### src/soc_bus_pkg.sv
`default_nettype none

package soc_bus_pkg;

    // bus widths, word addressed
    localparam int ADDR_W = 30;
    localparam int DATA_W = 32;
    localparam int SEL_W  = 4;

    // 8 MB region select bits of the word address
    localparam int REGION_MSB = 29;
    localparam int REGION_LSB = 21;
    localparam int REGION_W   = REGION_MSB - REGION_LSB + 1;

    // address map
    localparam logic [REGION_W-1:0] MEM_REGION = 9'h000;
    localparam logic [REGION_W-1:0] SYS_REGION = 9'h001;
    localparam logic [ADDR_W-1:0]   SSEG_ADDR  = 30'h0040_0000;

    // on-chip ram depth, aliases across its region
    localparam int RAM_AW = 10;

    // system control register block
    localparam logic [DATA_W-1:0] SYS_ID_VALUE    = 32'h2019_1028;
    localparam logic [3:0]        SYS_OFF_ID      = 4'h0;
    localparam logic [3:0]        SYS_OFF_SCRATCH = 4'h1;
    localparam logic [3:0]        SYS_OFF_ERRADDR = 4'h2;
    localparam logic [3:0]        SYS_OFF_POWER   = 4'h3;
    localparam logic [3:0]        SYS_OFF_IRQ     = 4'h4;

    // display digit count, one nibble each
    localparam int SSEG_DIGITS = 8;

    // hex font, active low, bit 0 is segment a
    function automatic logic [6:0] sseg_font(input logic [3:0] nib);
        logic [6:0] seg;
        case (nib)
            4'h0: seg = 7'h3f;
            4'h1: seg = 7'h06;
            4'h2: seg = 7'h5b;
            4'h3: seg = 7'h4f;
            4'h4: seg = 7'h66;
            4'h5: seg = 7'h6d;
            4'h6: seg = 7'h7d;
            4'h7: seg = 7'h07;
            4'h8: seg = 7'h7f;
            4'h9: seg = 7'h6f;
            4'ha: seg = 7'h77;
            4'hb: seg = 7'h7c;
            4'hc: seg = 7'h39;
            4'hd: seg = 7'h5e;
            4'he: seg = 7'h79;
            default: seg = 7'h71;
        endcase
        // table is active high, pins are not
        return ~seg;
    endfunction

endpackage

`default_nettype wire

### src/bus_decoder.sv
`timescale 1ns/100ps
`default_nettype none

module bus_decoder import soc_bus_pkg::*; (
    input  logic              i_clk,
    input  logic              i_rst,
    input  logic              i_stb,
    input  logic [ADDR_W-1:0] i_addr,
    // per slave strobes
    output logic              o_mem_stb,
    output logic              o_sys_stb,
    output logic              o_sseg_stb,
    // slave returns
    input  logic              i_mem_ack,
    input  logic [DATA_W-1:0] i_mem_data,
    input  logic              i_sys_ack,
    input  logic [DATA_W-1:0] i_sys_data,
    input  logic              i_sseg_ack,
    input  logic [DATA_W-1:0] i_sseg_data,
    // back toward the arbiter
    output logic              o_ack,
    output logic              o_err,
    output logic [DATA_W-1:0] o_data,
    // same cycle error pulse for the error address register
    output logic              o_bus_err
);

    logic [REGION_W-1:0] region;
    logic                mem_sel;
    logic                sys_sel;
    logic                sseg_sel;
    logic                none_sel;

    assign region = i_addr[REGION_MSB:REGION_LSB];

    // region decode, display is a single word
    assign mem_sel  = (region == MEM_REGION);
    assign sys_sel  = (region == SYS_REGION);
    assign sseg_sel = (i_addr == SSEG_ADDR);
    assign none_sel = !mem_sel && !sys_sel && !sseg_sel;

    assign o_mem_stb  = i_stb && mem_sel;
    assign o_sys_stb  = i_stb && sys_sel;
    assign o_sseg_stb = i_stb && sseg_sel;

    // unmapped strobe, nobody will ack it
    assign o_bus_err = i_stb && none_sel;

    // err one cycle after the strobe, ack one after the slave
    always_ff @(posedge i_clk) begin
        if (i_rst) begin
            o_ack <= 1'b0;
            o_err <= 1'b0;
        end else begin
            o_ack <= i_mem_ack || i_sys_ack || i_sseg_ack;
            o_err <= o_bus_err;
        end
    end

    // return data, sys wins over mem over sseg
    always_ff @(posedge i_clk) begin
        if (i_sys_ack) begin
            o_data <= i_sys_data;
        end else if (i_mem_ack) begin
            o_data <= i_mem_data;
        end else if (i_sseg_ack) begin
            o_data <= i_sseg_data;
        end else begin
            o_data <= '0;
        end
    end

    // slave ack and decode error come from disjoint strobes
    a_ack_err_excl : assert property (@(posedge i_clk) disable iff (i_rst)
        !(o_ack && o_err));

endmodule

`default_nettype wire

### config.mk
export PLATFORM = sky130hd
export DESIGN_NAME = bus_decoder
export DESIGN_NICKNAME = d
export VERILOG_FILES = /design/src/soc_bus_pkg.sv /design/src/bus_decoder.sv
export SDC_FILE = /design/constraint.sdc
export NUM_CORES = 1
export LEC_CHECK = 0
export CORE_AREA = 2 2 66 68
export DETAILED_ROUTE_END_ITERATION = 6
export DIE_AREA = 0 0 68 70
export DONT_BUFFER_PORTS = 1
export PLACE_DENSITY_LB_ADDON = 0.05
export SYNTH_ARGS = -nofsm -noshare
export SYNTH_HDL_FRONTEND = slang
export SYNTH_SLANG_ARGS = --single-unit
### constraint.sdc
create_clock -name i_clk -period 1.8 [get_ports i_clk]
set_clock_uncertainty 0.05 [all_clocks]
set_input_delay 0.36 -clock i_clk [delete_from_list [all_inputs] [get_ports i_clk]]
set_output_delay 0.36 -clock i_clk [all_outputs]
set_load 0.01 [all_outputs]
==> results_dict.tcl <==
set metrics [dict create \
    status "finished, violations left" \
    violations "setup timing" \
    yosys_register_bits 34 \
    stdcell_area_um2 1609 \
    wirelength_mm 3.789 \
    rows 24 \
    htree_levels 2 \
    synth_warnings 0 \
    diodes 0 \
    cts_tree "built" \
    crit_arrival_ns 1.43 \
    drv_slew 0 \
    endpoint_kind "primary output" \
    max_slew_margin 0.1877 \
    clockBufferDepth 2 \
    synth_cell_type_count 24 \
    route.detailed.drc 0 \
    syn_nets 298 \
    gr-usage-all-layers 0.1538 \
    overflow 0 \
    rsz0062_at_grt "yes" \
    synth_edf_count 0 \
    place_area_um2 1460 \
    finalSetupTns_ns -0.08197 \
    dr_total_vias 1272 \
    hold_path.class "in -> reg" \
    die_h_um 70 \
    final_nets 295 \
    syn_area_per_cell_um2 8.525 \
    worstMarginPinSlew_ns 1.213 \
    p_leak_nw 0.6012 \
    clock-sinks 34 \
    hold_viol_final 0 \
    pin_count 170 \
    fin_crit_ns 1.843 \
    netlist_area_um2 1415 \
    area_delta_synth_final_pct 13.70 \
    max_cap_viol_count 0 \
    design.die.area_um2 4760 \
    max_freq_mhz 542.6 \
    clk_pin_slew_ns 0.06 \
    timing.final.crit_share 1.024 \
    wl_per_cell_um 17.54 \
    fin_ws_ns -0.04302 \
    die_w_um 68 \
    first_pass_iters 4 \
    setup_viol 2 \
    drtIter0Drc 35 \
    grt_pass1_vias 1221 \
    routed_via_density 5.889 \
    required_ns 1.39 \
    peakVddDrop_mv 0.4023 \
    start_kind "input pin" \
    syn_inst 166 \
    grt_pass1_wl_mm 5.513 \
    antenna_left 0 \
    core_area_um2 4144 \
    power_density_nw_per_um2 964.1 \
    drive_gt1_frac 0.1280 \
    synthFlopType "dfxtp_1" \
    synthArstFlopShare 0 \
    grt_antenna_before_repair 0 \
    cts-root-buf "clkbuf_8" \
    initial_core_util 0.3415 \
    crit_type "in -> out" \
    ctsHoldBuffers 0 \
    critPathMaxFanout 2 \
    ys_seq_area_frac 0.4810 \
    gp_congestion 0.6926 \
    hpwl_mm 2.860 \
    io_buffers 0 \
    numCtsBuffers 5 \
    grt_max_degree 66 \
]
==> synth_stat cells (2+ instances only) <==
master / instances / area [µm²]
dfxtp_1: 34 / 680.7
nand2_1: 32 / 120.1
a22oi_1: 31 / 232.7
o21ai_0: 28 / 140.1
clkbuf_1: 13 / 48.80
nor4_1: 4 / 25.02
o21ai_1: 4 / 20.02
a21oi_1: 2 / 10.01
nor3_1: 2 / 10.01
or4_1: 2 / 15.01
==> state kept, by name (all words and copies together), names as in the netlist <==
signal  count
o_data     32
o_ack       1
o_err       1
==> cell type report <==
class | instances | area [µm²]
clock buffer | 7 | 86.33
clock inverter | 1 | 5.005
fill | 433 | 2535
inverter | 1 | 3.754
multi-input combinational | 117 | 738.2
sequential | 34 | 680.7
tap | 52 | 65.06
timing repair buffer | 4 | 30.03
==> routing by layer <==
metal	part of all wire	track usage
met1	0.34	0.1553
met2	0.53	0.2751
met3	0.11	0.05797
met4	0.015	0.06000
met5	0	0
==> per-stage QoR <==
stage	worst slack (ns)	cells	util	hold slack (ns)	power [W]
floorplan	-0.03769	166	-	0.3824	0.001000
global placement	-0.07056	207	0.3524	0.3844	0.0009984
detailed placement	-0.07732	207	0.3524	0.3851	0.001002
CTS	-0.07654	215	0.3780	0.08390	0.001576
global route	-0.1154	216	0.3883	0.07650	0.001643
finish	-0.04302	216	0.3883	0.09798	0.001551
==> worst max-delay path, cell delays in order <==
cell and delay, ns:
or4_4 0.53, nor4_4 0.31, and3_4 0.24
==> kinds of logic (layout without fill, tap and decap cells) <==
| kind of cell | Yosys count | in the layout | share of synthesized area |
|---|---|---|---|
| flip-flops | 34 | 34 | 0.4810 |
| buffers and inverters | 15 | 13 | 0.04067 |
| AO/OA/AOI/OAI | 67 | 67 | 0.2953 |
| AND/OR/NAND/NOR | 50 | 50 | 0.1830 |
==> path summary, 6_finish.rpt <==
kind	startpoint	to	cells past startpoint
worst max-delay path	i_addr[9]	o_sseg_stb	3
worst min-delay path	i_rst	o_err$_SDFF_PP0_	1
==> repair_timing <==
action                                 in CTS  in global routing
endpoints found under the hold margin       0                  0
setup endpoints to repair                   4                  4
pin swaps                                   0                  3
gates resized for setup                     3                  5
setup buffers                               0                  1
cloned                                      0                  0
==> cell usage in the layout, fill, tap and decap left out, types with 2 or more instances in the layout <==
cell and n:
dfxtp_1 34, nand2_1 32, a22oi_1 31, o21ai_0 28, clkbuf_8 6, o21ai_1 4, buf_4 4, nor4_4 3
or4_4 2, nor4_1 2, nor3_1 2
==> power breakdown <==
group / internal, W / leakage, nW / switching, W
combinational: 0.0000582 / 0.267 / 0.0000522
clock: 0.000308 / 0.0482 / 0.000256
sequential: 0.000819 / 0.286 / 0.0000581
total: 0.00119 / 0.601 / 0.000366
Power figures use the tool's default switching activity.
