**src/soc_bus_pkg.sv**
```systemverilog
`default_nettype none

package soc_bus_pkg;

    // bus widths, word addressed
    localparam int ADDR_W = 30;
    localparam int DATA_W = 32;
    localparam int SEL_W  = 4;

    // 8 MB region select bits of the word address
    localparam int REGION_MSB = 29;
    localparam int REGION_LSB = 21;
    localparam int REGION_W   = REGION_MSB - REGION_LSB + 1;

    // address map
    localparam logic [REGION_W-1:0] MEM_REGION = 9'h000;
    localparam logic [REGION_W-1:0] SYS_REGION = 9'h001;
    localparam logic [ADDR_W-1:0]   SSEG_ADDR  = 30'h0040_0000;

    // on-chip ram depth, aliases across its region
    localparam int RAM_AW = 10;

    // system control register block
    localparam logic [DATA_W-1:0] SYS_ID_VALUE    = 32'h2019_1028;
    localparam logic [3:0]        SYS_OFF_ID      = 4'h0;
    localparam logic [3:0]        SYS_OFF_SCRATCH = 4'h1;
    localparam logic [3:0]        SYS_OFF_ERRADDR = 4'h2;
    localparam logic [3:0]        SYS_OFF_POWER   = 4'h3;
    localparam logic [3:0]        SYS_OFF_IRQ     = 4'h4;

    // display digit count, one nibble each
    localparam int SSEG_DIGITS = 8;

    // hex font, active low, bit 0 is segment a
    function automatic logic [6:0] sseg_font(input logic [3:0] nib);
        logic [6:0] seg;
        case (nib)
            4'h0: seg = 7'h3f;
            4'h1: seg = 7'h06;
            4'h2: seg = 7'h5b;
            4'h3: seg = 7'h4f;
            4'h4: seg = 7'h66;
            4'h5: seg = 7'h6d;
            4'h6: seg = 7'h7d;
            4'h7: seg = 7'h07;
            4'h8: seg = 7'h7f;
            4'h9: seg = 7'h6f;
            4'ha: seg = 7'h77;
            4'hb: seg = 7'h7c;
            4'hc: seg = 7'h39;
            4'hd: seg = 7'h5e;
            4'he: seg = 7'h79;
            default: seg = 7'h71;
        endcase
        // table is active high, pins are not
        return ~seg;
    endfunction

endpackage

`default_nettype wire

```
**src/sseg_display.sv**
```systemverilog
`timescale 1ns/100ps
`default_nettype none

module sseg_display import soc_bus_pkg::*; (
    input  logic                     i_clk,
    input  logic                     i_rst,
    input  logic                     i_stb,
    input  logic                     i_we,
    input  logic [DATA_W-1:0]        i_data,
    output logic                     o_ack,
    output logic [DATA_W-1:0]        o_data,
    output logic [7*SSEG_DIGITS-1:0] o_sseg
);

    // value shown, one nibble per digit
    logic [DATA_W-1:0] r_value;

    always_ff @(posedge i_clk) begin
        if (i_rst) begin
            r_value <= '0;
        end else if (i_stb && i_we) begin
            r_value <= i_data;
        end
    end

    always_ff @(posedge i_clk) begin
        if (i_rst) begin
            o_ack <= 1'b0;
        end else begin
            o_ack <= i_stb;
        end
    end

    // readback is the register itself
    assign o_data = r_value;

    // digit 0 in the low bits
    for (genvar d = 0; d < SSEG_DIGITS; d++) begin : g_digit
        assign o_sseg[7*d +: 7] = sseg_font(r_value[4*d +: 4]);
    end

endmodule

`default_nettype wire

```
**config.mk**
```make
export PLATFORM = sky130hd
export DESIGN_NAME = sseg_display
export DESIGN_NICKNAME = d
export VERILOG_FILES = /design/src/soc_bus_pkg.sv /design/src/sseg_display.sv
export SDC_FILE = /design/constraint.sdc
export NUM_CORES = 1
export LEC_CHECK = 0
export ABC_AREA = 1
export BUFFER_PORTS_ARGS = -buffer_cell sky130_fd_sc_hd__buf_2
export CAP_MARGIN = 10
export CORE_MARGIN = 1.5
export CORE_UTILIZATION = 30
export DETAILED_ROUTE_END_ITERATION = 6
export PLACE_DENSITY_LB_ADDON = 0.3
export SETUP_SLACK_MARGIN = 0.15
export SLEW_MARGIN = 20
export SYNTH_ARGS = -nofsm -noshare
export SYNTH_HDL_FRONTEND = slang
export SYNTH_SLANG_ARGS = --single-unit
```
**constraint.sdc**
```tcl
create_clock -name i_clk -period 1.9 [get_ports i_clk]
set_clock_uncertainty 0.1 [all_clocks]
set_input_delay 0.19 -clock i_clk [delete_from_list [all_inputs] [get_ports i_clk]]
set_output_delay 0.19 -clock i_clk [all_outputs]
set_load 0.02 [all_outputs]
```
==> results list <==
- Initial antenna violation count: 1
* Width of the die: 133 um
- H-Tree Level Count: 3
- Residual antenna-violating net count after detailed routing: 0
* Number of remaining DRC errors: 0
- VDD sags by at most 0.410 mV.
- Total clock buffers created by CTS: 9
- Routability congestion estimate: 0.838
* Number of nets at the end of the flow: about 940
- WL final: 11900 um
* Clock buffer depth: 2
- Setup repair after global routing left no endpoint under its margin.
- The first routing iteration left between 150 and 200 violations.
- Measured against its own limit, the worst slew margin works out to 0.787.
- Dividing the final minimum period by the clock period gives 0.831.
- Max-cap violations in this run came to 0.
* Path type of the worst setup path: flop to flop
- A synthesized cell averages 7.26 um^2.
- Of the post-synthesis cell area, the dominant cell type holds 0.349.
- Hold Violations, Final: 0
* Total die area: between 15000 and 20000 um^2
- Area overhead of the layout relative to synthesis: 27.3%
* Setup crit end kind: flop
- The sequential cells in the finished layout cover a total of 1780 um^2.
* Count of state elements after synthesis: around 90
- In the final layout, the multi-input gates occupy 2670 um^2.
- Final worst slack: about 0.32 ns
* Share of the yosys chip area belonging to registers: 0.349
- Core Region: 16600 um^2
* Commonest cells after routing, fill and taps aside: 184 x sky130_fd_sc_hd__nand2_1, 129 x sky130_fd_sc_hd__inv_1, 124 x sky130_fd_sc_hd__buf_2, 104 x sky130_fd_sc_hd__nand3_1, 89 x sky130_fd_sc_hd__dfxtp_1
- The filler cells instantiated in the layout total 1755.
* Chain of cells forming the critical path: inv_1 -> nand2_1 -> nand3_1 -> inv_1 -> ha_1 -> nand3_1 -> nand3_1 -> nand2_1
* Leading cell type in the layout, fill and taps excluded: sky130_fd_sc_hd__nand2_1
- IO buf count: around 120
- Type of the worst min-delay path: input port to flop
- Diode count: 0
* Leak Pwr: around 3.8 nW
* # setup viols final: 0
- Largest area contributor in the synthesized netlist: sky130_fd_sc_hd__dfxtp_1
- Measured along the y axis, the die boundary spans 133 um.
- Leading cell types by total area after synthesis: sky130_fd_sc_hd__dfxtp_1 35%, sky130_fd_sc_hd__ha_1 14%, sky130_fd_sc_hd__nand2_1 14%
* Number of I/O pins: 125
- Mean number of vias per cell: 4.19
* Max Clk Rate: 633 MHz
- Before CTS, the worst setup slack after placement is 0.0594 ns.
* Kind of cell adding the most delay to the critical path: simple AND/OR/NAND/NOR gates
- Maximum number of pins on one net before global-route repair: 21
- In the final layout, the share of cells above drive strength 1 is 0.264.
- Remaining global-route overflow: 0
- The worst path needs 1.58 ns of the cycle, external delays included.
- Detailed placement ended at an HPWL of 9170 um.
- Setup total negative slack on the finished layout was measured at 0 ns.
- In this run the clock root is driven by a sky130_fd_sc_hd__clkbuf_16.
- The number of global-route vias before repair is between 4k and 5k.
- The max-slew violation count is 0.
- Counting both buffers and inverters, the worst setup path holds a total of 2.
* Global-route wire length before repair: between 15000 and 20000 um
- Detailed Routing Iterations Pass 1: 4
- Effective utilization at floorplan: 0.308
- The cell count after synthesis came out at 702.
- The clock drives 89 sinks.
- Synthesis produced a netlist with a net count of roughly 800.
* Power density over the cells: 825 nW/um^2
- At the worst endpoint, the required time is around 2.0 ns.
* Clock insertion delay at the later pin of the skew report: 0.34 ns
* Worst-path cell with the longest stage delay: sky130_fd_sc_hd__dfxtp_1
- In the global route stage, overall resource usage came out at 0.135.
* Outcome: finished, final reports clean
* CP Max Fanout: 7
- TritonCTS built the clock tree.
* Worst slew pin tran: 0.319 ns
- Clock-pin slew was measured on the worst setup and hold paths at 0.06 ns.
* Routed wirelength normalized by instance count: 11.0 um
* Netlist area before placement: around 5000 um^2
* Signal arrival time at the worst endpoint: 1.72 ns
- Power comes to 5.35 mW.
* Max stage delay on crit path: 0.33 ns
- Most prevalent standard cell on the critical path: sky130_fd_sc_hd__nand3_1
* Number of warning messages in the yosys log: 0
- Via total after detailed routing: 4518
* Row count: 47
- Startpoint type of the worst setup path: flop
* Resized cells post-CTS: 0
* Number of distinct library cell variants in the gate-level netlist after synthesis: 20
-- tightest hold or removal path, cell delays in order --
cell	delay (ns)
sky130_fd_sc_hd__buf_2	0.09
sky130_fd_sc_hd__nor2_2	0.05
sky130_fd_sc_hd__nor2_1	0.09
-- metal layers --
| metal | global-route usage | part of all wire |
|---|---|---|
| met1 | 0.174 | 0.48 |
| met2 | 0.212 | 0.45 |
| met5 | 0 | 0.0013 |
| met4 | 0.0543 | 0.016 |
| met3 | 0.0361 | 0.056 |
-- worst paths after layout --
kind,from,to,slack (ns),depth (start not counted)
worst min register to register,o_data[0],o_data[0],0.49,4
worst min-delay path,i_data[20],o_data[20],0.02,3
worst max-delay path,o_data[13],flop,0.32,8
worst max register to register,o_data[13],flop,0.32,8
-- Yosys cell counts --
cell                       number
sky130_fd_sc_hd__nand2_1      184
sky130_fd_sc_hd__inv_1        129
sky130_fd_sc_hd__nand3_1      104
sky130_fd_sc_hd__dfxtp_1       89
sky130_fd_sc_hd__ha_1          56
sky130_fd_sc_hd__nand3b_1      32
sky130_fd_sc_hd__nor2_1        25
sky130_fd_sc_hd__nand2_2       24
sky130_fd_sc_hd__nor2_4        14
sky130_fd_sc_hd__nor2_2        10
sky130_fd_sc_hd__inv_2          8
sky130_fd_sc_hd__buf_2          6
sky130_fd_sc_hd__buf_4          6
sky130_fd_sc_hd__o21ai_1        5
sky130_fd_sc_hd__buf_6          3
sky130_fd_sc_hd__o21ai_0        3
sky130_fd_sc_hd__buf_12         1
sky130_fd_sc_hd__clkbuf_1       1
sky130_fd_sc_hd__clkinv_1       1
sky130_fd_sc_hd__nand2_4        1
-- through the flow --
step	cell area, um^2	hold WS, ns	cells	utilization
2_1_floorplan	5100	0.161	702	-
3_3_place_gp	6130	0.325	1058	0.370
3_5_place_dp	6130	0.329	1058	0.370
4_1_cts	6490	0.00571	1077	0.392
5_1_grt	6490	0.0148	1077	0.392
6_report	6490	0.0184	1077	0.392
-- report_power, final --
group	internal, mW	leakage, nW	total [mW]	switching [mW]
logic	0.457	2.91	1.27	0.815
clock network	1.22	0.155	1.95	0.730
registers	2.07	0.740	2.13	0.0619
total	3.75	3.80	5.35	1.61
-- cells by family after synthesis --
kind of cell / synth area share
flops: 0.349
fa+ha+maj: 0.137
buf+inv: 0.128
compound gates: 0.00785
simple gates: 0.378
-- final cells by class --
cell class                      instances  area share
Clock buffer                           12      0.0395
Sequential cell                        89       0.274
Inverter                              138      0.0798
Tap cell                              220      0.0424
Multi-Input combinational cell        458       0.411
Clock inverter                          4      0.0116
Timing Repair Buffer                  156       0.141
-- repair_timing --
action,in CTS,in global routing
hold endpoints to repair,3,0
setup endpoints to repair,0,0
hold buffers,3,0
setup buffers,0,0
No activity file was read; power rests on OpenSTA's default activity.
