File: config.mk
export PLATFORM = sky130hd
export DESIGN_NAME = sys_ctrl_regs
export DESIGN_NICKNAME = d
export VERILOG_FILES = /design/src/soc_bus_pkg.sv /design/src/sys_ctrl_regs.sv
export SDC_FILE = /design/constraint.sdc
export NUM_CORES = 1
export LEC_CHECK = 0
export BUFFER_PORTS_ARGS = -buffer_cell sky130_fd_sc_hd__buf_2
export CORE_MARGIN = 2
export CORE_UTILIZATION = 59
export DETAILED_ROUTE_END_ITERATION = 10
export PLACE_DENSITY = 0.84
export SLEW_MARGIN = 20
export SYNTH_ARGS = -nofsm -noshare
export SYNTH_HDL_FRONTEND = slang
export SYNTH_SLANG_ARGS = --single-unit
File: constraint.sdc
create_clock -name i_clk -period 5.4 [get_ports i_clk]
set_input_delay 0.27 -clock i_clk [delete_from_list [all_inputs] [get_ports i_clk]]
set_output_delay 0.27 -clock i_clk [all_outputs]
set_load 0.02 [all_outputs]
File: src/soc_bus_pkg.sv
`default_nettype none

package soc_bus_pkg;

    // bus widths, word addressed
    localparam int ADDR_W = 30;
    localparam int DATA_W = 32;
    localparam int SEL_W  = 4;

    // 8 MB region select bits of the word address
    localparam int REGION_MSB = 29;
    localparam int REGION_LSB = 21;
    localparam int REGION_W   = REGION_MSB - REGION_LSB + 1;

    // address map
    localparam logic [REGION_W-1:0] MEM_REGION = 9'h000;
    localparam logic [REGION_W-1:0] SYS_REGION = 9'h001;
    localparam logic [ADDR_W-1:0]   SSEG_ADDR  = 30'h0040_0000;

    // on-chip ram depth, aliases across its region
    localparam int RAM_AW = 10;

    // system control register block
    localparam logic [DATA_W-1:0] SYS_ID_VALUE    = 32'h2019_1028;
    localparam logic [3:0]        SYS_OFF_ID      = 4'h0;
    localparam logic [3:0]        SYS_OFF_SCRATCH = 4'h1;
    localparam logic [3:0]        SYS_OFF_ERRADDR = 4'h2;
    localparam logic [3:0]        SYS_OFF_POWER   = 4'h3;
    localparam logic [3:0]        SYS_OFF_IRQ     = 4'h4;

    // display digit count, one nibble each
    localparam int SSEG_DIGITS = 8;

    // hex font, active low, bit 0 is segment a
    function automatic logic [6:0] sseg_font(input logic [3:0] nib);
        logic [6:0] seg;
        case (nib)
            4'h0: seg = 7'h3f;
            4'h1: seg = 7'h06;
            4'h2: seg = 7'h5b;
            4'h3: seg = 7'h4f;
            4'h4: seg = 7'h66;
            4'h5: seg = 7'h6d;
            4'h6: seg = 7'h7d;
            4'h7: seg = 7'h07;
            4'h8: seg = 7'h7f;
            4'h9: seg = 7'h6f;
            4'ha: seg = 7'h77;
            4'hb: seg = 7'h7c;
            4'hc: seg = 7'h39;
            4'hd: seg = 7'h5e;
            4'he: seg = 7'h79;
            default: seg = 7'h71;
        endcase
        // table is active high, pins are not
        return ~seg;
    endfunction

endpackage

`default_nettype wire

File: src/sys_ctrl_regs.sv
`timescale 1ns/100ps
`default_nettype none

module sys_ctrl_regs import soc_bus_pkg::*; (
    input  logic              i_clk,
    input  logic              i_rst,
    input  logic              i_stb,
    input  logic              i_we,
    input  logic [ADDR_W-1:0] i_addr,
    input  logic [DATA_W-1:0] i_data,
    input  logic              i_bus_err,
    output logic              o_ack,
    output logic [DATA_W-1:0] o_data,
    output logic              o_irq
);

    logic [DATA_W-1:0] r_scratch;
    logic [ADDR_W-1:0] r_err_addr;
    logic [DATA_W-1:0] r_power;
    logic [3:0]        offset;

    // register select from the low word bits
    assign offset = i_addr[3:0];

    // writes, scratch and irq bit only
    always_ff @(posedge i_clk) begin
        if (i_rst) begin
            o_irq <= 1'b0;
        end else if (i_stb && i_we && (offset == SYS_OFF_IRQ)) begin
            o_irq <= i_data[0];
        end
    end

    always_ff @(posedge i_clk) begin
        if (i_stb && i_we && (offset == SYS_OFF_SCRATCH)) begin
            r_scratch <= i_data;
        end
    end

    // erroring address is still on the bus during the pulse
    always_ff @(posedge i_clk) begin
        if (i_rst) begin
            r_err_addr <= '0;
        end else if (i_bus_err) begin
            r_err_addr <= i_addr;
        end
    end

    // cycles since reset
    always_ff @(posedge i_clk) begin
        if (i_rst) begin
            r_power <= '0;
        end else if (!r_power[DATA_W-1]) begin
            r_power <= r_power + 1'b1;
        end else begin
            // top bit sticks, the rest wraps
            r_power[DATA_W-2:0] <= r_power[DATA_W-2:0] + 1'b1;
        end
    end

    // single cycle ack
    always_ff @(posedge i_clk) begin
        if (i_rst) begin
            o_ack <= 1'b0;
        end else begin
            o_ack <= i_stb;
        end
    end

    // read mux, unused offsets give zero
    always_ff @(posedge i_clk) begin
        if (i_stb) begin
            case (offset)
                SYS_OFF_ID:      o_data <= SYS_ID_VALUE;
                SYS_OFF_SCRATCH: o_data <= r_scratch;
                // reported as a byte address
                SYS_OFF_ERRADDR: o_data <= {r_err_addr, 2'b00};
                SYS_OFF_POWER:   o_data <= r_power;
                SYS_OFF_IRQ:     o_data <= {{(DATA_W-1){1'b0}}, o_irq};
                default:         o_data <= '0;
            endcase
        end
    end

endmodule

`default_nettype wire

==> flow_summary.json <==
{
  "status": "completed",
  "worstPathCellList": "ha_1 > nand4_1 > or3_1 > or4_1 > a21oi_1",
  "required_ns": 5.85,
  "crit_type": "reg -> reg",
  "grt_pass1_wl_um": 23100,
  "grt_util_all_layers": 0.314,
  "reg2reg_depth": 5,
  "crit_path_end_kind": "register",
  "cp_data_arrival_time_ns": 2.53,
  "hold_viol_final": 0,
  "die_area_sq_um": 9850,
  "cp_num_buf_inv": 0,
  "final.period_utilization": 0.386,
  "rsz0062_at_grt": "false",
  "row_count": 34,
  "placed_area_sq_um": 5890,
  "worst_pin_slew_ns": 0.965,
  "cts_resized": 0,
  "htreeDepth": 4,
  "wl_per_cell_um": 20.3,
  "startpoint": "r_power[0]$_SDFF_PP0_",
  "synth_cells": 464,
  "gr-usage-met1": 0.366,
  "slowest_stage": "or4_1",
  "hold_class": "in -> reg",
  "synth-async-reset-ratio": 0,
  "dpl.hpwl_um": 8540,
  "power_density_nw_per_um2": 338,
  "irDropWorstVdd_mv": 0.265,
  "route.detailed.drc": 0,
  "synth.distinct_cells": 37,
  "avgSynthCellArea_sq_um": 11.5,
  "cpPeakStageDelay_ns": 0.53,
  "slew_viol_final": 0,
  "yosysSeqAreaShare": 0.599,
  "grt_pass1_vias": 4431,
  "grt_use_met3": 0.0745,
  "drv_cap": 0,
  "portBuffers": 100,
  "syn_nets": 532,
  "period_needed_ns": 2.08,
  "min_path_cells": 3,
  "num_antenna_cells": 0,
  "path_clk_slew_ns": 0.06,
  "switching_power_mw": 0.563,
  "cts_max_path_buffers": 2,
  "skew_ns": 0.00999,
  "num_vias": 4335,
  "synth_edf_count": 64,
  "internal_power_mw": 1.80,
  "swShare": 0.239,
  "final_area_sq_um": 6980,
  "met2_usage": 0.556,
  "yosysTopAreaCellShare": 0.359,
  "dr.pass1.iters": 6,
  "tritoncts": "yes",
  "max_freq_ghz": 0.480,
  "finalSetupViolations": 0,
  "r2r_slack_ns": 3.32,
  "synth_top_area_cell": "edfxtp_1",
  "cts_buffers": 17,
  "finalWirelength_um": 14800,
  "critPathLaunchType": "register",
  "max-slew-margin-rel": 0.356,
  "pwr-share-comb": 0.076,
  "grt_busiest_layer": "met2",
  "p_clk_frac": 0.472,
  "p_seq_frac": 0.452,
  "core_area_sq_um": 8760,
  "fin_tns_setup_ns": 0,
  "viasPerCell": 5.95,
  "root_buffer": "clkbuf_8",
  "crit_family": "simple AND/OR/NAND/NOR gates",
  "start_util": 0.611,
  "yosys-top-cells-area": "edfxtp_1 (36%), dfxtp_1 (24%), mux2i_1 (7.3%)",
  "clk_latency_ns": 0.53,
  "synthesis.area_sq_um": 5350,
  "gp_congestion": 0.914,
  "grt_max_degree": 67,
  "synth-seq-cells": 128,
  "r2r-start": "r_power[0]$_SDFF_PP0_",
  "antenna_left": 0,
  "gr-total-overflow": 0,
  "worst-path-max-fanout": 11,
  "rr_endpoint": "r_power[26]$_SDFF_PP0_",
  "dieHeight_um": 99.2,
  "drive_gt1_frac": 0.264,
  "antenna_found_initial": 0,
  "cts_sinks": 128,
  "yosysMostFrequentCell": "nor2_1",
  "synthFlopType": "edfxtp_1",
  "yosysWarnings": 0,
  "endpoint": "r_power[26]$_SDFF_PP0_",
  "area_growth_pct": 30.5,
  "design.portCount": 101,
  "die_x_um": 99.2,
  "p_leak_nw": 2.76,
  "cp_num_cells": 5,
  "final_nets": 676,
  "drt_iter0_drc": 368,
  "ys_top_cells_by_count": "nor2_1 (72), dfxtp_1 (64), edfxtp_1 (64), mux2i_1 (39), mux2_2 (26)"
}
how the worst min path moves through the flow:
stage | start | to | slack, ns
2_1_floorplan | i_data[0] | r_scratch[0]$_DFFE_PP_ | 0.37
3_3_place_gp | r_power[31]$_SDFF_PP0_ | r_power[31]$_SDFF_PP0_ | 0.44
3_5_place_dp | r_power[31]$_SDFF_PP0_ | r_power[31]$_SDFF_PP0_ | 0.44
4_1_cts | i_addr[22] | r_err_addr[22]$_SDFFE_PP0P_ | 0.009
5_1_grt | i_addr[22] | r_err_addr[22]$_SDFFE_PP0P_ | 0.02
6_report | i_addr[22] | r_err_addr[22]$_SDFFE_PP0P_ | 0.01
routing by layer:
| metal | vias to the layer above | routed length [um] |
|---|---|---|
| li1 | 2000 | - |
| met1 | 2065 | 5540 |
| met2 | 239 | 7800 |
| met3 | 31 | 1050 |
| met4 | 0 | 411 |
| met5 | - | 0 |
flip-flops by register name, summed over array words and instances, names as in the netlist:
name,flops
r_scratch,32
r_err_addr,30
o_data,32
o_irq,1
r_power,32
o_ack,1
logic make-up (layout without fill, tap and decap cells):
family,after synthesis,in the layout,synth area share
AOI/OAI and AO/OA,69,69,0.0814
xor gates and xnor gates,11,11,0.0180
and+or+nand+nor,155,155,0.145
adders and majority gates,1,1,0.00234
muxes,65,65,0.128
DFF,128,128,0.599
buffers and inverters,35,192,0.0264
repair_timing:
item / CTS / global route
setup buffers: 0 / 0
hold endpoints to repair: 52 / 0
hold buffers: 52 / 0
tightest hold or removal path: cells and delay by family:
family	cells	cell delay, ns
AND/OR/NAND/NOR	1	0.09
multiplexers	1	0.06
buffers and inverters	1	0.08
cell type report:
type                    instances  area (sq um)
clock buffers                  17           414
inverters                       5          18.8
well taps                     108           135
repair buffers                155          1040
multi-input cells             301          2010
clock inverters                15           159
fillers                       497          1780
flip-flops and latches        128          3200
power by group through the flow:
stage          Sequential [mW]  Clock, mW  Combinational, mW
2_1_floorplan             1.10          0             0.0699
3_3_place_gp              1.08          0              0.140
3_5_place_dp              1.08          0              0.143
4_1_cts                   1.06       1.12              0.174
5_1_grt                   1.07       1.16              0.192
6_report                  1.07       1.11              0.179
per-stage QoR:
stage               cells  power, mW  hold WS (ns)  worst slack (ns)  utilization
CTS                   729       2.35       0.00869              3.36        0.797
global route          729       2.42        0.0234              3.18        0.797
finish                729       2.36        0.0102              3.32        0.797
floorplan             464       1.17         0.369              1.90            -
global placement      645       1.22         0.438              3.42        0.672
detailed placement    645       1.23         0.443              3.37        0.672
cell usage in the layout (no fill, tap or decap), types with 2 or more instances in the layout:
cell type,count
buf_2,100
or3_1,6
o31ai_1,10
dfxtp_1,64
and2_1,3
clkinv_2,3
buf_4,3
nand2_1,11
xor2_1,7
xnor2_1,4
clkinvlp_4,3
edfxtp_1,64
inv_6,5
nor2_1,72
nor4_1,3
a22oi_1,23
clkinv_4,2
nor2b_1,5
bufinv_16,2
or4_1,12
mux2i_1,39
and4_1,2
clkbuf_16,16
mux2_2,26
o21ai_0,10
nand4_1,13
inv_1,5
dlygate4sd3_1,52
or2_2,2
and3_1,8
nand3_1,11
a21oi_1,23
(Power assumes the default switching activity.)
