**src/soc_bus_pkg.sv**
```systemverilog
`default_nettype none

package soc_bus_pkg;

    // bus widths, word addressed
    localparam int ADDR_W = 30;
    localparam int DATA_W = 32;
    localparam int SEL_W  = 4;

    // 8 MB region select bits of the word address
    localparam int REGION_MSB = 29;
    localparam int REGION_LSB = 21;
    localparam int REGION_W   = REGION_MSB - REGION_LSB + 1;

    // address map
    localparam logic [REGION_W-1:0] MEM_REGION = 9'h000;
    localparam logic [REGION_W-1:0] SYS_REGION = 9'h001;
    localparam logic [ADDR_W-1:0]   SSEG_ADDR  = 30'h0040_0000;

    // on-chip ram depth, aliases across its region
    localparam int RAM_AW = 10;

    // system control register block
    localparam logic [DATA_W-1:0] SYS_ID_VALUE    = 32'h2019_1028;
    localparam logic [3:0]        SYS_OFF_ID      = 4'h0;
    localparam logic [3:0]        SYS_OFF_SCRATCH = 4'h1;
    localparam logic [3:0]        SYS_OFF_ERRADDR = 4'h2;
    localparam logic [3:0]        SYS_OFF_POWER   = 4'h3;
    localparam logic [3:0]        SYS_OFF_IRQ     = 4'h4;

    // display digit count, one nibble each
    localparam int SSEG_DIGITS = 8;

    // hex font, active low, bit 0 is segment a
    function automatic logic [6:0] sseg_font(input logic [3:0] nib);
        logic [6:0] seg;
        case (nib)
            4'h0: seg = 7'h3f;
            4'h1: seg = 7'h06;
            4'h2: seg = 7'h5b;
            4'h3: seg = 7'h4f;
            4'h4: seg = 7'h66;
            4'h5: seg = 7'h6d;
            4'h6: seg = 7'h7d;
            4'h7: seg = 7'h07;
            4'h8: seg = 7'h7f;
            4'h9: seg = 7'h6f;
            4'ha: seg = 7'h77;
            4'hb: seg = 7'h7c;
            4'hc: seg = 7'h39;
            4'hd: seg = 7'h5e;
            4'he: seg = 7'h79;
            default: seg = 7'h71;
        endcase
        // table is active high, pins are not
        return ~seg;
    endfunction

endpackage

`default_nettype wire

```
**src/wb_pri_arbiter.sv**
```systemverilog
`timescale 1ns/100ps
`default_nettype none

module wb_pri_arbiter import soc_bus_pkg::*; (
    input  logic              i_clk,
    input  logic              i_rst,
    // port a, high priority
    input  logic              i_a_cyc,
    input  logic              i_a_stb,
    input  logic              i_a_we,
    input  logic [ADDR_W-1:0] i_a_addr,
    input  logic [DATA_W-1:0] i_a_data,
    input  logic [SEL_W-1:0]  i_a_sel,
    output logic              o_a_ack,
    output logic              o_a_stall,
    output logic              o_a_err,
    // port b, debug side
    input  logic              i_b_cyc,
    input  logic              i_b_stb,
    input  logic              i_b_we,
    input  logic [ADDR_W-1:0] i_b_addr,
    input  logic [DATA_W-1:0] i_b_data,
    input  logic [SEL_W-1:0]  i_b_sel,
    output logic              o_b_ack,
    output logic              o_b_stall,
    output logic              o_b_err,
    // merged slave side
    output logic              o_cyc,
    output logic              o_stb,
    output logic              o_we,
    output logic [ADDR_W-1:0] o_addr,
    output logic [DATA_W-1:0] o_data,
    output logic [SEL_W-1:0]  o_sel,
    input  logic              i_ack,
    input  logic              i_stall,
    input  logic              i_err
);

    // registered owner, one hot or idle
    logic r_own_a;
    logic r_own_b;
    // effective grant this cycle
    logic grant_a;
    logic grant_b;

    // idle bus goes straight to a requester, a first
    assign grant_a = r_own_a || (!r_own_b && i_a_cyc);
    assign grant_b = r_own_b || (!r_own_a && !i_a_cyc && i_b_cyc);

    // owner keeps the bus until its cyc drops
    always_ff @(posedge i_clk) begin
        if (i_rst) begin
            r_own_a <= 1'b0;
            r_own_b <= 1'b0;
        end else begin
            r_own_a <= grant_a && i_a_cyc;
            r_own_b <= grant_b && i_b_cyc;
        end
    end

    // cyc and stb only from the granted port
    assign o_cyc = (grant_a && i_a_cyc) || (grant_b && i_b_cyc);
    assign o_stb = (grant_a && i_a_stb) || (grant_b && i_b_stb);

    // payload mux, a by default
    assign o_we   = grant_b ? i_b_we   : i_a_we;
    assign o_addr = grant_b ? i_b_addr : i_a_addr;
    assign o_data = grant_b ? i_b_data : i_a_data;
    assign o_sel  = grant_b ? i_b_sel  : i_a_sel;

    // responses back to the owner only
    assign o_a_ack = grant_a && i_ack;
    assign o_a_err = grant_a && i_err;
    assign o_b_ack = grant_b && i_ack;
    assign o_b_err = grant_b && i_err;

    // loser is held off
    assign o_a_stall = grant_a ? i_stall : 1'b1;
    assign o_b_stall = grant_b ? i_stall : 1'b1;

    a_one_owner : assert property (@(posedge i_clk) disable iff (i_rst)
        !(grant_a && grant_b));

    // acks come two cycles late, master must still be in its cycle
    a_ack_in_cyc : assert property (@(posedge i_clk) disable iff (i_rst)
        (o_a_ack |-> i_a_cyc) and (o_b_ack |-> i_b_cyc));

endmodule

`default_nettype wire

```
**config.mk**
```make
export PLATFORM = sky130hd
export DESIGN_NAME = wb_pri_arbiter
export DESIGN_NICKNAME = d
export VERILOG_FILES = /design/src/soc_bus_pkg.sv /design/src/wb_pri_arbiter.sv
export SDC_FILE = /design/constraint.sdc
export NUM_CORES = 1
export LEC_CHECK = 0
export ABC_AREA = 1
export BUFFER_PORTS_ARGS = -buffer_cell sky130_fd_sc_hd__buf_2
export CAP_MARGIN = 20
export CORE_AREA = 2 2 84 86
export DETAILED_ROUTE_END_ITERATION = 10
export DIE_AREA = 0 0 86 88
export GPL_ROUTABILITY_DRIVEN = 0
export GPL_TIMING_DRIVEN = 1
export PLACE_DENSITY = 0.66
export SLEW_MARGIN = 0
export SYNTH_ARGS = -nofsm -noshare
export SYNTH_HDL_FRONTEND = slang
export SYNTH_SLANG_ARGS = --single-unit
```
**constraint.sdc**
```tcl
create_clock -name i_clk -period 4.1 [get_ports i_clk]
set_clock_uncertainty 0.2 [all_clocks]
set_input_delay 0.615 -clock i_clk [delete_from_list [all_inputs] [get_ports i_clk]]
set_output_delay 0.615 -clock i_clk [all_outputs]
set_load 0.01 [all_outputs]
```
==> results summary, run 1 <==
The flow ran to the end, and the final reports show no timing, DRC or antenna violations. The worst slew margin relative to its limit is 0.5300. After the flow finishes, the layout carries non-filler instances totaling 531.

Counting tap cells, the placed design contains a total of 528 instances. CTS saw 2 sinks. The total wire length after detailed routing came out at 5.732 mm. The global-route wire length before repair is 8.507 mm. For the finished layout, the period the worst path requires is 2653 ps.

The library cell used as clock root buffer is clkbuf_8. Across all layers, the routed design uses 2278 vias. The number of placed I/O pins is 218. The slew of the pin with the lowest slew margin came out at 705.0 ps. The post-synth net total is 392.

The number of setup violations in the final report is 0. The buffering stage count on the worst path with inverters included is 3. The worst endpoint required time came out at 3280 ps.

The maximum achievable frequency came out at 0.3769 GHz. Row generation in the floorplan step produced 30 rows. The remaining global-route overflow came out at 0.

Yosys attributes the largest share of cell area to nand2_1 49%, nand3_1 31%, buf_2 3.7%, dfxtp_1 3.7%, clkbuf_1 2.4%. The element type at the critical path end is a primary output. The fraction of post-synthesis cell area in the top cell type by area came out at 0.4903.

The slowest stage of the critical path is the nand2_2 cell. The core region is 0.006644 sq mm. The areal power density over the cells came out at 179.6 mW/mm^2. Setup repair after global routing left no endpoint under its margin. The tool flagged a number of max-cap violations equal to 0. Yosys printed 0 warnings.

The total stage count of the critical path came out at 8. The initial antenna violation count came to 0. The worst register-to-register path has a depth of 6. The share of layout cells above drive strength 1 is 0.5033. Post-CTS repair changed the size of 0 cells. The die boundary height came out at 88 um. The horizontal die dimension is 86 um. The fraction of the yosys area taken by sequential cells came out at 0.03657. The number of inserted diodes is 0. In the detailed route, the total length drawn on met2 is 3.025 mm.

The clock input transition at the sequential cells of the worst setup and hold paths came out at 30 ps. The worst setup path is launched from a primary input. The cell family with the largest share of critical-path delay is simple AND/OR/NAND/NOR gates. The biggest area contributor in the post-synthesis netlist is nand2_1. The signal on the critical path passes through buf_2, nor2_2, nand2_2, nand2_2, buf_12, nand2_1, nand2_1, buf_2. The average size of a mapped cell came out at 4.397 sq um. The commonest cells after synthesis are 143 x nand2_1, 67 x nand3_1, 8 x buf_2. The starting density of the core is 0.1648. The remaining routing DRC violations is 0.

After synthesis, the share of flip-flops with an asynchronous set or reset is 0. The highest metal layer carrying signal wires in the routed design is met4. The count of hold-fix buffers inserted at cts came out at 0. The fraction of the core area covered by cells at the end of the flow came out at 0.3380. The biggest cell delay along the critical path is 330 ps. In this run the remaining antenna-violating nets after routing total 0. Synthesis produced 249 cells. The growth of design area from synthesis to finish came out at 105.1%. The count of cell types in the netlist came out at 15. The overall global routing resource usage is 0.1327. The share of the clock period used by the worst path after layout is 0.6470. The final critical-path setup slack came out at 1447 ps.

The final-stage net count is 596. The worst-case IR drop observed on VDD is 0.1745 mV. The number of vias per cell after detailed routing is 4.290. The via count of the first global-routing pass came out at 1915. The final hold violation count is 0. Clock latency on the worst-skew pair, taken at its later pin, is 210 ps.

The number of I/O port buffers is 217. Data arrives at the worst endpoint at 1840 ps. In the final routed layout, each cell accounts on average for 10.79 um. After legalization and detailed placement, the total HPWL measured 4.423 mm. The routed length on met1 is 2.252 mm. The critical path is of the in -> out type. TritonCTS built the clock tree.

The starting DRC count in detailed routing came out at 64. The primary flip-flop cell chosen by synthesis mapping is dfxtp_1. The number of H-tree levels came out at 1. The leakage dissipation is 1.563 nW. The met3 routed wirelength came out at 404 um. In this run the worst hold path is classified as in -> reg. Along the worst path, the maximum fanout reaches 47.

The total power consumption of the routed design came out at 0.4034 mW. The first-pass iteration count of the detailed router came out at 4. Entering global routing, the biggest net connects 71 pins. The post-synthesis register bit count came out at 2. The summed negative setup slack over all endpoints came out at 0 ps. The number of buffers inserted by post-CTS setup repair came out at 0. Counting flops with a built-in enable in the synthesized netlist gives 0. The die footprint is 0.007568 sq mm.

The clock passes through at most 2 buffers. The clock buffer count from CTS came out at 3. The worst hold path cell count came out at 2. Yosys instantiated no cell more often than nand2_1. The post-synthesis instance area came out at 0.001095 sq mm.

At the placement stage, the worst setup path has a slack of 1488 ps. The final max-slew violation count was 0.
## report_power, final
| group | internal (mW) | switching [mW] |
|---|---|---|
| clock | 0.0620 | 0.0146 |
| combinational | 0.140 | 0.165 |
| sequential | 0.0206 | 0.000681 |
| total | 0.223 | 0.180 |
## flip-flops by register name (all words and copies together) (netlist names)
| name | flops |
|---|---|
| r_own_a | 1 |
| r_own_b | 1 |
## metrics by stage
step	hold slack, ps	area (sq um)
floorplan	326.8	1095
global route	397.6	2246
global placement	367.2	2205
finish	387.4	2246
CTS	382.6	2246
detailed placement	383.4	2205
## worst reg2reg max path, stage by stage, from the launching register on
cell     delay [ps]
dfxtp_1         310
inv_2            60
buf_4           540
nand2_1         110
nand2_1         160
nand2_1          80
nor2_1           90
## logic make-up after synthesis
kind of cell,synth area share
AND/OR/NAND/NOR,0.8274
buffers and inverters,0.1223
AO/OA/AOI/OAI,0.01371
flip-flops,0.03657
## cell type report
cell class | count | area (sq um)
clock buffer | 3 | 41.29
tap | 80 | 100.1
multi-input combinational | 220 | 920.9
sequential | 2 | 40.04
timing repair buffer | 220 | 1121
fill | 755 | 4398
inverter | 6 | 22.52
## layout by cell type, fill, tap and decap left out
cell | synthesis | layout
a21oi_1 | 2 | 2
buf_12 | 0 | 1
buf_2 | 8 | 217
buf_4 | 2 | 2
clkbuf_8 | 0 | 3
dfxtp_1 | 2 | 2
inv_1 | 5 | 5
inv_2 | 1 | 1
nand2_1 | 143 | 143
nand2_2 | 2 | 2
nand3_1 | 67 | 67
nor2_1 | 4 | 4
nor2_2 | 1 | 1
o21ai_0 | 1 | 1
## worst paths after layout
kind	slack, ps	endpoint	from
max	1450	o_data[12]	i_a_cyc
min	390	r_own_a	i_rst
max reg2reg	2490	r_own_a	r_own_b
min reg2reg	390	r_own_b	r_own_b
## layer usage
metal,vias up,track usage
li1,1196,-
met1,972,0.1608
met2,106,0.2565
met3,4,0.01414
met4,0,0.01732
met5,-,0
(Power assumes the default switching activity.)
==> inputs of run 2 (changes only) <==
- CORE_AREA: 2 2 84 86 -> 2 2 83 85
- DIE_AREA: 0 0 86 88 -> 0 0 85 87
- PLACE_DENSITY: 0.66 -> 0.7
- clock period: 4.1 -> 2.2 ns (I/O delays scaled with it)
==> run 2 against run 1 <==
Critical path type is now reg -> out. Combinational power is 88% higher. Setup slack worse by 1200 ps. Critical endpoint is now o_data[22]. Via count shrank 0.97%. Largest power group unchanged. Worst hold slack lost 290 ps.
==> results summary, run 2 (synthesized netlist as in run 1, its figures left out) <==
The flow ran to the end, and the final reports show no timing, DRC or antenna violations. Traced cell by cell, the critical path runs through nor2_2, nand2_2, nand2_2, buf_4, nand2_1, nand2_1, buf_2. STA classifies the critical path startpoint as a flop. The worst slew margin relative to its limit is 0.8035 (+0.2735). The leakage dissipation came out at 1.580 nW (+1.1%).

The areal power density over the cells is 333.9 mW/mm^2 (+86%). In the finished design, the share of the clock period the worst path needs comes to 0.8860. The final hold violation count was 0 (unchanged). The total wire length after detailed routing was 5.486 mm (-4.3%).

The final instance count without filler cells came to 532 (+0.19%). The filler cell count in the final layout came out at 724 (-4.1%). The maximum number of pins on one net before global-route repair came out at 71 (unchanged).

The arrival time at the worst endpoint is 1420 ps (-420 ps). The final-stage net count is 597 (+0.17%). The library cell used most frequently in the layout, excluding fill and tap cells, is buf_2. The number of vias per cell after detailed routing is 4.241 (-1.2%).

The minimum clock period after layout came out at 1949 ps. The die boundary height came to 87 um (-1.1%). Derived from the worst setup path, the maximum achievable clock frequency is 0.5130 GHz. The number of H-tree levels came out at 1 (unchanged). The worst endpoint required time is 1670 ps (-1610 ps). The cell with the biggest individual delay on the critical path is dfxtp_1.

In this run the most critical hold path is launched from i_rst. The clock input transition at the sequential cells of the worst setup and hold paths is 30 ps (about the same). The met2 track demand over resource was 0.2571 (+0.0005836).

The max-capacitance violation count is 0 (unchanged). The pre-CTS worst setup slack came out at 344.7 ps (-1143 ps). The remaining antenna violation count after routing came out at 0 (unchanged). The count of hold-fix buffers inserted at cts came out at 0 (unchanged). The summed negative setup slack over all endpoints came out at 0 ps (unchanged).

The library cells used most frequently in the layout, excluding fill and tap cells, are 217 x buf_2, 143 x nand2_1, 67 x nand3_1, 5 x inv_1, 4 x nor2_1. The number of buffers inserted by post-CTS setup repair is 0 (unchanged). The clock sink count came to 2 (unchanged). The post-placement cell count is 529 (+0.19%).

The library cell used as clock root buffer is clkbuf_8. The via count of the first global-routing pass is 1953 (+2.0%). The global routing stage identified its most utilized layer as met2. The starting DRC count in detailed routing is 41 (-36%). In the final layout, the registers with the most flip-flops are r_own_a (1), r_own_b (1). In this run the critical register-to-register path is captured at r_own_a. STA classifies the critical path endpoint as a primary output. The die footprint came to 0.007395 sq mm (-2.3%). The remaining global-route overflow is 0 (unchanged). The number of cell instances on the worst register-to-register path is 6 (unchanged).

The largest voltage drop on the vdd net came out at 0.2149 mV (+23%). The clock tree from TritonCTS is built. The cell family with the largest share of critical-path delay is simple AND/OR/NAND/NOR gates.

The biggest cell delay along the critical path is 310 ps (-20 ps). The worst hold path cell count is 2 (unchanged). The number of inserted diodes was 0 (unchanged). The type of the most critical hold path is in -> reg. The number of I/O port buffers is 217 (unchanged). The clock buffer count from CTS is 3 (unchanged).

The starting density of the core was 0.1667 (+0.001883). The via count came out at 2256 (-0.97%). The share of layout cells above drive strength 1 is 0.5044 (+0.001099). The reg2reg setup slack was 860 ps (-1630 ps).

The growth of design area from synthesis to finish is 108.1%. The number of rows in the core area came out at 30 (unchanged). The final max-slew violation count is 0 (unchanged). The highest fanout seen on the critical path is 30 (-36%). By startpoint and endpoint, the worst setup path is classified as reg -> out.

The global routing met1 resource utilization is 0.1357 (-0.02506). The overall global routing resource usage came to 0.1305 (-0.002217). The clock insertion delay at the later pin of the skew report came out at 210 ps (about the same).

The detailed placement HPWL came out at 4.350 mm (-1.7%). The deepest clock path buffer count is 2 (unchanged). The final critical-path setup slack came out at 250.8 ps (-1196 ps). The area of the placeable core came out at 0.006569 sq mm (-1.1%). The met3 track utilization from global routing is 0.03886 (+0.02472). The horizontal die dimension came out at 85 um (-1.2%). The first-pass iteration count of the detailed router was 4 (unchanged). The remaining routing DRC violations came out at 0 (unchanged). The number of setup violations in the final report came to 0 (unchanged).

Setup repair after global routing left no endpoint under its margin. The number of cells upsized or downsized after cts is 0 (unchanged). The number of placed I/O pins is 218 (unchanged).

The buffering stage count on the worst path with inverters included is 2 (-1). The source of the critical timing path is r_own_a. The initial antenna violation count is 0 (unchanged). The slew of the pin with the lowest slew margin came out at 294.7 ps (-410.3 ps). The global-route wire length before repair was 8.148 mm (-4.2%). The destination of the worst hold path is r_own_a. The average wire length per cell after detail routing came out at 10.31 um (-4.5%). The start of the worst register-to-register path is r_own_b.
run 2: cell type report:
| class | count | area (sq um) | area share |
|---|---|---|---|
| flip-flops and latches | 2 | 40.04 | 0.01757 |
| repair buffers | 221 | 1154 | 0.5063 |
| clock buffers | 3 | 41.29 | 0.01812 |
| multi-input cells | 220 | 920.9 | 0.4042 |
| well taps | 80 | 100.1 | 0.04393 |
| inverters | 6 | 22.52 | 0.009885 |
run 2: worst max path at each step:
stage / to / slack, ps / depth (start not counted)
6_report: o_data[22] / 250 / 7
3_5_place_dp: o_data[30] / 340 / 8
4_1_cts: o_data[22] / 230 / 7
3_3_place_gp: o_data[3] / 370 / 8
5_1_grt: o_a_err / 90 / 7
2_1_floorplan: o_data[25] / 680 / 7
run 2: metrics by stage:
step / total power, mW / utilization / hold slack [ps] / instance area, sq um
after floorplan: 0.3323 / - / 202.4 / 1095
after global placement: 0.6113 / 0.3406 / 311.9 / 2237
after detailed placement: 0.6173 / 0.3406 / 316.2 / 2237
after CTS: 0.7721 / 0.3469 / 92.28 / 2278
after global routing: 0.8366 / 0.3469 / 95.86 / 2278
final: 0.7608 / 0.3469 / 96.44 / 2278
run 2: power by group:
group	internal, mW	switching [mW]
sequential	0.0384	0.00113
combinational	0.269	0.305
clock	0.116	0.0310
total	0.423	0.338
run 2: layer usage:
metal	part of all wire	wire length, um	vias up
met1	0.39	2120	935
met5	0	0	-
met2	0.51	2814	121
li1	-	-	1197
met4	0.0049	27	0
met3	0.096	525	3
